**src/tail_pkg.sv**
```systemverilog
`default_nettype none

package tail_pkg;

    // switch inputs, already synchronous to clk
    typedef struct packed {
        logic left;
        logic right;
        logic haz;
    } turn_req_t;

    // lamp order is outer left to outer right
    typedef struct packed {
        logic lc;
        logic lb;
        logic la;
        logic ra;
        logic rb;
        logic rc;
    } lamps_t;

    // each show state lasts one cycle, its wait state holds until the timer tick
    typedef enum logic [4:0] {
        idle,
        haz_on,
        haz_off,
        wait_haz_on,
        wait_haz_off,
        l0,
        l1,
        l2,
        l_off,
        wait_l0,
        wait_l1,
        wait_l2,
        wait_l_off,
        r0,
        r1,
        r2,
        r_off,
        wait_r0,
        wait_r1,
        wait_r2,
        wait_r_off
    } tail_state_t;

    // board values for a 100 MHz clock
    localparam logic [25:0] HAZ_TICKS_DEFAULT  = 26'd50_000_000;
    localparam logic [24:0] TURN_TICKS_DEFAULT = 25'd25_000_000;

endpackage

`default_nettype wire

```
**src/display_pkg.sv**
```systemverilog
`default_nettype none

package display_pkg;

    localparam int NUM_DIGITS = 8;

    typedef logic [$clog2(NUM_DIGITS)-1:0] digit_idx_t;

    // active low, bit i drives digit i
    typedef logic [NUM_DIGITS-1:0] anodes_t;

    // active low, segment a in the msb down to g in the lsb
    typedef logic [6:0] seg_t;

    // three horizontal bars, reads as a lit lamp
    localparam seg_t SEG_LIT   = 7'b0110110;
    localparam seg_t SEG_BLANK = 7'b1111111;

    // about 1 ms per digit at 100 MHz
    localparam int unsigned SCAN_TICKS_DEFAULT = 99_999;

endpackage

`default_nettype wire

```
**src/tick_timer.sv**
```systemverilog
`default_nettype none

module tick_timer #(
    parameter int unsigned PERIOD = 1
) (
    input  logic clk,
    input  logic reset,
    input  logic clear,
    output logic tick
);

    localparam int unsigned CNT_W = $clog2(PERIOD + 1);
    localparam logic [CNT_W-1:0] TOP = CNT_W'(PERIOD);

    logic [CNT_W-1:0] count;

    if (PERIOD < 1) begin : g_bad_period
        $error("tick_timer needs PERIOD of 1 or more");
    end

    always_ff @(posedge clk or posedge reset) begin
        if (reset) begin
            count <= '0;
        end else if (clear || count == TOP) begin
            count <= '0;
        end else begin
            count <= count + 1'b1;
        end
    end

    // one pulse per PERIOD+1 cycles while running
    assign tick = (count == TOP);

    a_count_in_range: assert property (
        @(posedge clk) disable iff (reset) count <= TOP
    );

endmodule

`default_nettype wire

```
**src/tail_light_fsm.sv**
```systemverilog
`default_nettype none

module tail_light_fsm #(
    parameter int unsigned HAZ_TICKS  = tail_pkg::HAZ_TICKS_DEFAULT,
    parameter int unsigned TURN_TICKS = tail_pkg::TURN_TICKS_DEFAULT
) (
    input  logic               clk,
    input  logic               reset,
    input  tail_pkg::turn_req_t req,
    output tail_pkg::lamps_t    lamps
);

    import tail_pkg::*;

    tail_state_t state;
    tail_state_t state_next;

    logic haz_clear;
    logic haz_tick;
    logic turn_clear;
    logic turn_tick;
    logic left_only;
    logic right_only;

    tick_timer #(
        .PERIOD(HAZ_TICKS)
    ) u_haz_timer (
        .clk  (clk),
        .reset(reset),
        .clear(haz_clear),
        .tick (haz_tick)
    );

    tick_timer #(
        .PERIOD(TURN_TICKS)
    ) u_turn_timer (
        .clk  (clk),
        .reset(reset),
        .clear(turn_clear),
        .tick (turn_tick)
    );

    // hazard wins over any turn request
    assign left_only  = req.left & ~req.right & ~req.haz;
    assign right_only = req.right & ~req.left & ~req.haz;

    // timers only run in their own wait states
    assign haz_clear  = !(state inside {wait_haz_on, wait_haz_off});
    assign turn_clear = !(state inside {wait_l0, wait_l1, wait_l2, wait_l_off,
                                        wait_r0, wait_r1, wait_r2, wait_r_off});

    always_ff @(posedge clk or posedge reset) begin
        if (reset) begin
            state <= idle;
        end else begin
            state <= state_next;
        end
    end

    always_comb begin
        case (state)
            idle: begin
                if (req.haz)
                    state_next = haz_on;
                else if (left_only)
                    state_next = l0;
                else if (right_only)
                    state_next = r0;
                else
                    state_next = idle;
            end

            haz_on:       state_next = req.haz ? wait_haz_on : idle;
            haz_off:      state_next = req.haz ? wait_haz_off : idle;
            wait_haz_on:  state_next = !req.haz ? idle : (haz_tick ? haz_off : wait_haz_on);
            wait_haz_off: state_next = !req.haz ? idle : (haz_tick ? haz_on : wait_haz_off);

            // left sweep
            l0:         state_next = left_only ? wait_l0 : idle;
            l1:         state_next = left_only ? wait_l1 : idle;
            l2:         state_next = left_only ? wait_l2 : idle;
            l_off:      state_next = left_only ? wait_l_off : idle;
            wait_l0:    state_next = !left_only ? idle : (turn_tick ? l1 : wait_l0);
            wait_l1:    state_next = !left_only ? idle : (turn_tick ? l2 : wait_l1);
            wait_l2:    state_next = !left_only ? idle : (turn_tick ? l_off : wait_l2);
            wait_l_off: state_next = !left_only ? idle : (turn_tick ? l0 : wait_l_off);

            // right sweep
            r0:         state_next = right_only ? wait_r0 : idle;
            r1:         state_next = right_only ? wait_r1 : idle;
            r2:         state_next = right_only ? wait_r2 : idle;
            r_off:      state_next = right_only ? wait_r_off : idle;
            wait_r0:    state_next = !right_only ? idle : (turn_tick ? r1 : wait_r0);
            wait_r1:    state_next = !right_only ? idle : (turn_tick ? r2 : wait_r1);
            wait_r2:    state_next = !right_only ? idle : (turn_tick ? r_off : wait_r2);
            wait_r_off: state_next = !right_only ? idle : (turn_tick ? r0 : wait_r_off);

            default:    state_next = idle;
        endcase
    end

    // lamps depend on the state only, so a show state and its wait look the same
    always_comb begin
        case (state)
            haz_on, wait_haz_on: lamps = lamps_t'(6'b111_111);
            l0, wait_l0:         lamps = lamps_t'(6'b001_000);
            l1, wait_l1:         lamps = lamps_t'(6'b011_000);
            l2, wait_l2:         lamps = lamps_t'(6'b111_000);
            r0, wait_r0:         lamps = lamps_t'(6'b000_100);
            r1, wait_r1:         lamps = lamps_t'(6'b000_110);
            r2, wait_r2:         lamps = lamps_t'(6'b000_111);
            default:             lamps = lamps_t'(6'b000_000);
        endcase
    end

    // a sweep never lights the other side, only hazard lights both
    a_sides_only_in_hazard: assert property (
        @(posedge clk) disable iff (reset)
        ((lamps.lc | lamps.lb | lamps.la) && (lamps.ra | lamps.rb | lamps.rc))
            |-> (lamps == lamps_t'(6'b111_111))
    );

    a_dark_after_reset: assert property (
        @(posedge clk) reset |=> (lamps == lamps_t'(6'b000_000))
    );

endmodule

`default_nettype wire

```
**src/display_scan.sv**
```systemverilog
`default_nettype none

module display_scan #(
    parameter int unsigned SCAN_TICKS = display_pkg::SCAN_TICKS_DEFAULT
) (
    input  logic                 clk,
    input  logic                 reset,
    input  tail_pkg::lamps_t     lamps,
    output display_pkg::anodes_t anodes,
    output display_pkg::seg_t    seg
);

    import display_pkg::*;

    logic       scan_tick;
    digit_idx_t digit;
    logic       lamp_sel;

    // free running, never cleared
    tick_timer #(
        .PERIOD(SCAN_TICKS)
    ) u_scan_timer (
        .clk  (clk),
        .reset(reset),
        .clear(1'b0),
        .tick (scan_tick)
    );

    always_ff @(posedge clk or posedge reset) begin
        if (reset) begin
            digit <= '0;
        end else if (scan_tick) begin
            if (digit == digit_idx_t'(NUM_DIGITS - 1))
                digit <= '0;
            else
                digit <= digit + 1'b1;
        end
    end

    // one digit enabled at a time
    assign anodes = ~(anodes_t'(1) << digit);

    // left lamps on digits 7..5, right lamps on 2..0
    always_comb begin
        case (digit)
            3'd0:    lamp_sel = lamps.rc;
            3'd1:    lamp_sel = lamps.rb;
            3'd2:    lamp_sel = lamps.ra;
            3'd5:    lamp_sel = lamps.la;
            3'd6:    lamp_sel = lamps.lb;
            3'd7:    lamp_sel = lamps.lc;
            // the gap between the two sides
            default: lamp_sel = 1'b0;
        endcase
    end

    assign seg = lamp_sel ? SEG_LIT : SEG_BLANK;

    a_one_anode: assert property (
        @(posedge clk) disable iff (reset) $onehot(~anodes)
    );

endmodule

`default_nettype wire

```
**src/tail_light_top.sv**
```systemverilog
`default_nettype none

module tail_light_top #(
    parameter int unsigned HAZ_TICKS  = tail_pkg::HAZ_TICKS_DEFAULT,
    parameter int unsigned TURN_TICKS = tail_pkg::TURN_TICKS_DEFAULT,
    parameter int unsigned SCAN_TICKS = display_pkg::SCAN_TICKS_DEFAULT
) (
    input  logic                 clk,
    input  logic                 reset,
    input  tail_pkg::turn_req_t  req,
    output tail_pkg::lamps_t     lamps,
    output display_pkg::anodes_t anodes,
    output display_pkg::seg_t    seg
);

    // lamp controller, also drives the led outputs
    tail_light_fsm #(
        .HAZ_TICKS (HAZ_TICKS),
        .TURN_TICKS(TURN_TICKS)
    ) u_fsm (
        .clk  (clk),
        .reset(reset),
        .req  (req),
        .lamps(lamps)
    );

    // mirrors the lamps onto the seven-segment digits
    display_scan #(
        .SCAN_TICKS(SCAN_TICKS)
    ) u_scan (
        .clk   (clk),
        .reset (reset),
        .lamps (lamps),
        .anodes(anodes),
        .seg   (seg)
    );

endmodule

`default_nettype wire

```
**config.mk**
```make
export PLATFORM = sky130hd
export DESIGN_NAME = tail_light_top
export DESIGN_NICKNAME = d
export VERILOG_FILES = /design/src/tail_pkg.sv /design/src/display_pkg.sv /design/src/tick_timer.sv /design/src/tail_light_fsm.sv /design/src/display_scan.sv /design/src/tail_light_top.sv
export SDC_FILE = /design/constraint.sdc
export NUM_CORES = 1
export LEC_CHECK = 0
export ABC_AREA = 1
export BUFFER_PORTS_ARGS = -buffer_cell sky130_fd_sc_hd__buf_2
export CAP_MARGIN = 15
export CORE_AREA = 2 2 139 141
export DETAILED_ROUTE_END_ITERATION = 8
export DIE_AREA = 0 0 141 143
export SLEW_MARGIN = 40
export SYNTH_ARGS = -nofsm -noshare
export SYNTH_HDL_FRONTEND = slang
export SYNTH_HIERARCHICAL = 1
export SYNTH_SLANG_ARGS = --single-unit
```
**constraint.sdc**
```tcl
create_clock -name clk -period 1.6 [get_ports clk]
set_clock_uncertainty 0.15 [all_clocks]
set_input_delay 0.08 -clock clk [delete_from_list [all_inputs] [get_ports clk]]
set_output_delay 0.08 -clock clk [all_outputs]
set_load 0.005 [all_outputs]
```
==> flow_metrics.tcl <==
set metrics [dict create \
    finalPower_w 0.00712 \
    cts_buffers 9 \
    cts.sinks 76 \
    viasPerCell 4.50 \
    cts_buffer_depth 2 \
    dpl.hpwl_microns 11300 \
    areaGrowthSynthToFinish_pct 52.8 \
    irDropWorstVdd_uv 610 \
    end_kind "output port" \
    antenna_found_initial 0 \
    critPathRequiredTime_ns 1.37 \
    r2r_start "u_fsm/state[2]" \
    critPathMaxStageDelay_ns 0.45 \
    yosysTopAreaCellShare_pct 34.6 \
    finalCriticalPeriod_ns 2.15 \
    setup_violations 68 \
    clkSlewWorstSetupHoldPaths_ns 0.06 \
    drtIter0Drc 306 \
    grt_pass1_vias 5459 \
    hold_viol_final 0 \
    ys.flop_type "dfrtp_1" \
    start_util_pct 29.6 \
    port_buffers 21 \
    synthArstFlopShare_pct 100 \
    yosysUniqueCellTypes 37 \
    maxCapViolations 0 \
    cts-root-buf "clkbuf_16" \
    fmax_mhz 466 \
    powerDensity_nw_per_um2 849 \
    final_max_slew_viol_count 0 \
    tns_ns -20.76 \
    r2r_slack_ns -0.47 \
    p_int_w 0.00475 \
    fin_nets 1014 \
    grt_pass1_wl_microns 25600 \
    ys_warn_count 6 \
    insertion_delay_ns 0.35 \
    combPwrFrac_pct 40.4 \
    die_x_microns 141 \
    net-switching-power_w 0.00237 \
    fp-row-count 50 \
    arrival_ns 1.92 \
    synth-seq-cells 76 \
    avgRoutedWirePerCell_microns 12.7 \
    fin_crit_sh_pct 134 \
    swShare_pct 33.3 \
    drc 0 \
    fin_ws_ns -0.548 \
    detail-route-antenna-nets 0 \
    diodes 0 \
    status "finished with violations" \
    hp-class "in -> async" \
    cp_num_buf_inv 6 \
    dieArea_sq_um 20200 \
    crit_type "reg -> out" \
    cts_tree "yes" \
    cellLeakagePower_nw 3.57 \
    dr_total_vias 5553 \
    cp_slowest_cell "dfrtp_2" \
    die_h_microns 143 \
    rsz0062_at_grt "true" \
    fin_area_sq_um 8390 \
    synth_edf_count 0 \
    syn_inst 805 \
    synth.area.top_cells "dfrtp_1 35%, nand2_1 15%, nor2_1 11%" \
    syn-cell-area_sq_um 5490 \
    track_usage_pct 15.9 \
    drive_gt1_share_pct 43.0 \
    post_dp_cell_area_sq_um 6790 \
    p_seq_share_pct 29.0 \
    fill_cells 1795 \
    core_area_sq_um 18600 \
    wl_microns 15700 \
    h-tree-depth 3 \
    pwr-share-clk_pct 30.6 \
    crit_top_cell "buf_4" \
    crit_chain "nand2_2, buf_4, inv_1, nand2_1, o211ai_1, buf_4, buf_4, buf_4, buf_2" \
    drt_first_pass_iters 6 \
    yosysSeqAreaShare_pct 34.6 \
    violations "negative setup slack" \
    yosysTopAreaCell "dfrtp_1" \
    io_pins 26 \
    grt-ovfl-total 0 \
    grt_max_degree 27 \
    crit_family "buffers and inverters" \
    cp-start-kind "flop" \
    crit_fanout 4 \
    syn_area_per_cell_sq_um 6.82 \
    gp_congestion 0.894 \
    crit_path_start "u_fsm/state[3]" \
]
-- final timing paths --
check                           depth (start not counted)                           end
worst max-delay path                                    9                      lamps[1]
worst min-delay path                                    3               u_scan/digit[1]
worst min register to register                          2  u_scan/u_scan_timer/count[0]
min in group clk                                        4                u_fsm/state[4]
worst max register to register                         11                u_fsm/state[4]
max in group asynchronous                               4  u_scan/u_scan_timer/count[0]
-- flip-flops by register name, summed over array words and instances, names as in the netlist --
signal	flops
u_scan/digit	3
u_scan/u_scan_timer/count	17
u_fsm/u_haz_timer/count	26
u_fsm/state	5
u_fsm/u_turn_timer/count	25
-- Yosys cell counts, types with 2 or more instances --
library cell	count
nand2_2	17
and2_1	2
a21oi_1	5
buf_6	6
dfrtp_1	76
xnor2_1	10
conb_1	2
nor2_4	10
nor2_1	161
nand3b_1	3
ha_1	12
o21bai_1	7
xor2_1	21
nand2_1	222
buf_4	6
nor2_2	37
o21ai_0	8
nand3_2	4
inv_2	6
nand2_4	6
inv_1	89
nand3_1	72
o211ai_1	4
nand4_1	5
o21ai_1	2
-- per-stage QoR --
step                      util (%)  cells  setup WS [ns]  hold WS, ns
after floorplan                  -    808        -0.0533       -0.316
after global placement        36.5   1174         -0.227       -0.126
after detailed placement      36.5   1174         -0.253       -0.120
after CTS                     41.7   1222         -0.531       0.0612
after global routing          45.2   1235         -0.640       0.0739
final                         45.2   1235         -0.548       0.0650
-- final cells by class --
| cell class | instances | area [sq um] | share of cell area (%) |
|---|---|---|---|
| multi-input combinational | 621 | 3840 | 45.8 |
| sequential | 76 | 1910 | 22.8 |
| clock inverter | 6 | 88.8 | 1.06 |
| clock buffer | 9 | 225 | 2.68 |
| inverter | 97 | 387 | 4.61 |
| tap | 234 | 293 | 3.49 |
| timing repair buffer | 192 | 1640 | 19.6 |
-- worst reg2reg max path, cell delays in order, from the launching register on --
cell,delay (ns)
dfrtp_2,0.44
nor2_4,0.22
nand2_4,0.10
buf_4,0.14
buf_6,0.12
o211ai_1,0.24
buf_4,0.16
buf_4,0.09
buf_4,0.09
buf_4,0.10
nand3_2,0.06
nand3_2,0.09
-- per-layer routing --
metal / up-vias / global-route usage [%] / part of all wire [%]
li1: 2842 / - / -
met1: 2588 / 19.9 / 44
met3: 22 / 3.19 / 3.3
met5: - / 0 / 0
met2: 101 / 27.6 / 51
met4: 0 / 4.84 / 1.8
-- power groups by stage --
| stage | Sequential (W) | Combinational [W] | Clock, W |
|---|---|---|---|
| 2_1_floorplan | 0.00210 | 0.000852 | 0 |
| 3_3_place_gp | 0.00210 | 0.00172 | 0 |
| 3_5_place_dp | 0.00210 | 0.00171 | 0 |
| 4_1_cts | 0.00207 | 0.00241 | 0.00225 |
| 5_1_grt | 0.00208 | 0.00306 | 0.00233 |
| 6_report | 0.00207 | 0.00288 | 0.00218 |
-- kinds of logic (layout without fill, tap and decap cells) --
logic type / Yosys count / in the layout / share of synthesized area [%]
buf+inv: 111 / 304 / 9.38
simple gates: 544 / 544 / 44.9
other cells: 2 / 5 / 0.137
fa+ha+maj: 12 / 12 / 2.73
xor+xnor: 31 / 31 / 4.94
flops: 76 / 76 / 34.6
compound gates: 29 / 29 / 3.33
-- repair_timing --
item | 4_1_cts | 5_1_grt
setup buffers | 32 | 18
pin swaps | 22 | 48
setup endpoints to repair | 71 | 81
resized for setup | 91 | 147
cloned | 3 | 0
hold buffers | 2 | 0
endpoints found under the hold margin | 77 | 0
-- placed cells by master (no fill, tap or decap), types with 3 or more instances in the layout --
master / count
o21bai_1: 7
nor2_1: 96
nor2_2: 55
conb_1: 5
o21ai_0: 8
inv_1: 71
buf_6: 26
nand3_2: 11
inv_2: 21
dfrtp_2: 6
a21oi_2: 3
nand3b_1: 3
nand2_2: 34
nand3_4: 5
inv_6: 4
xnor2_1: 10
ha_4: 9
nand2_1: 198
buf_4: 144
nand4_1: 5
nor2_4: 57
nand3_1: 60
dfrtp_1: 70
o211ai_1: 4
buf_12: 7
clkbuf_16: 9
xor2_1: 20
buf_2: 11
nand2_4: 11
No activity file was read; power rests on OpenSTA's default activity.
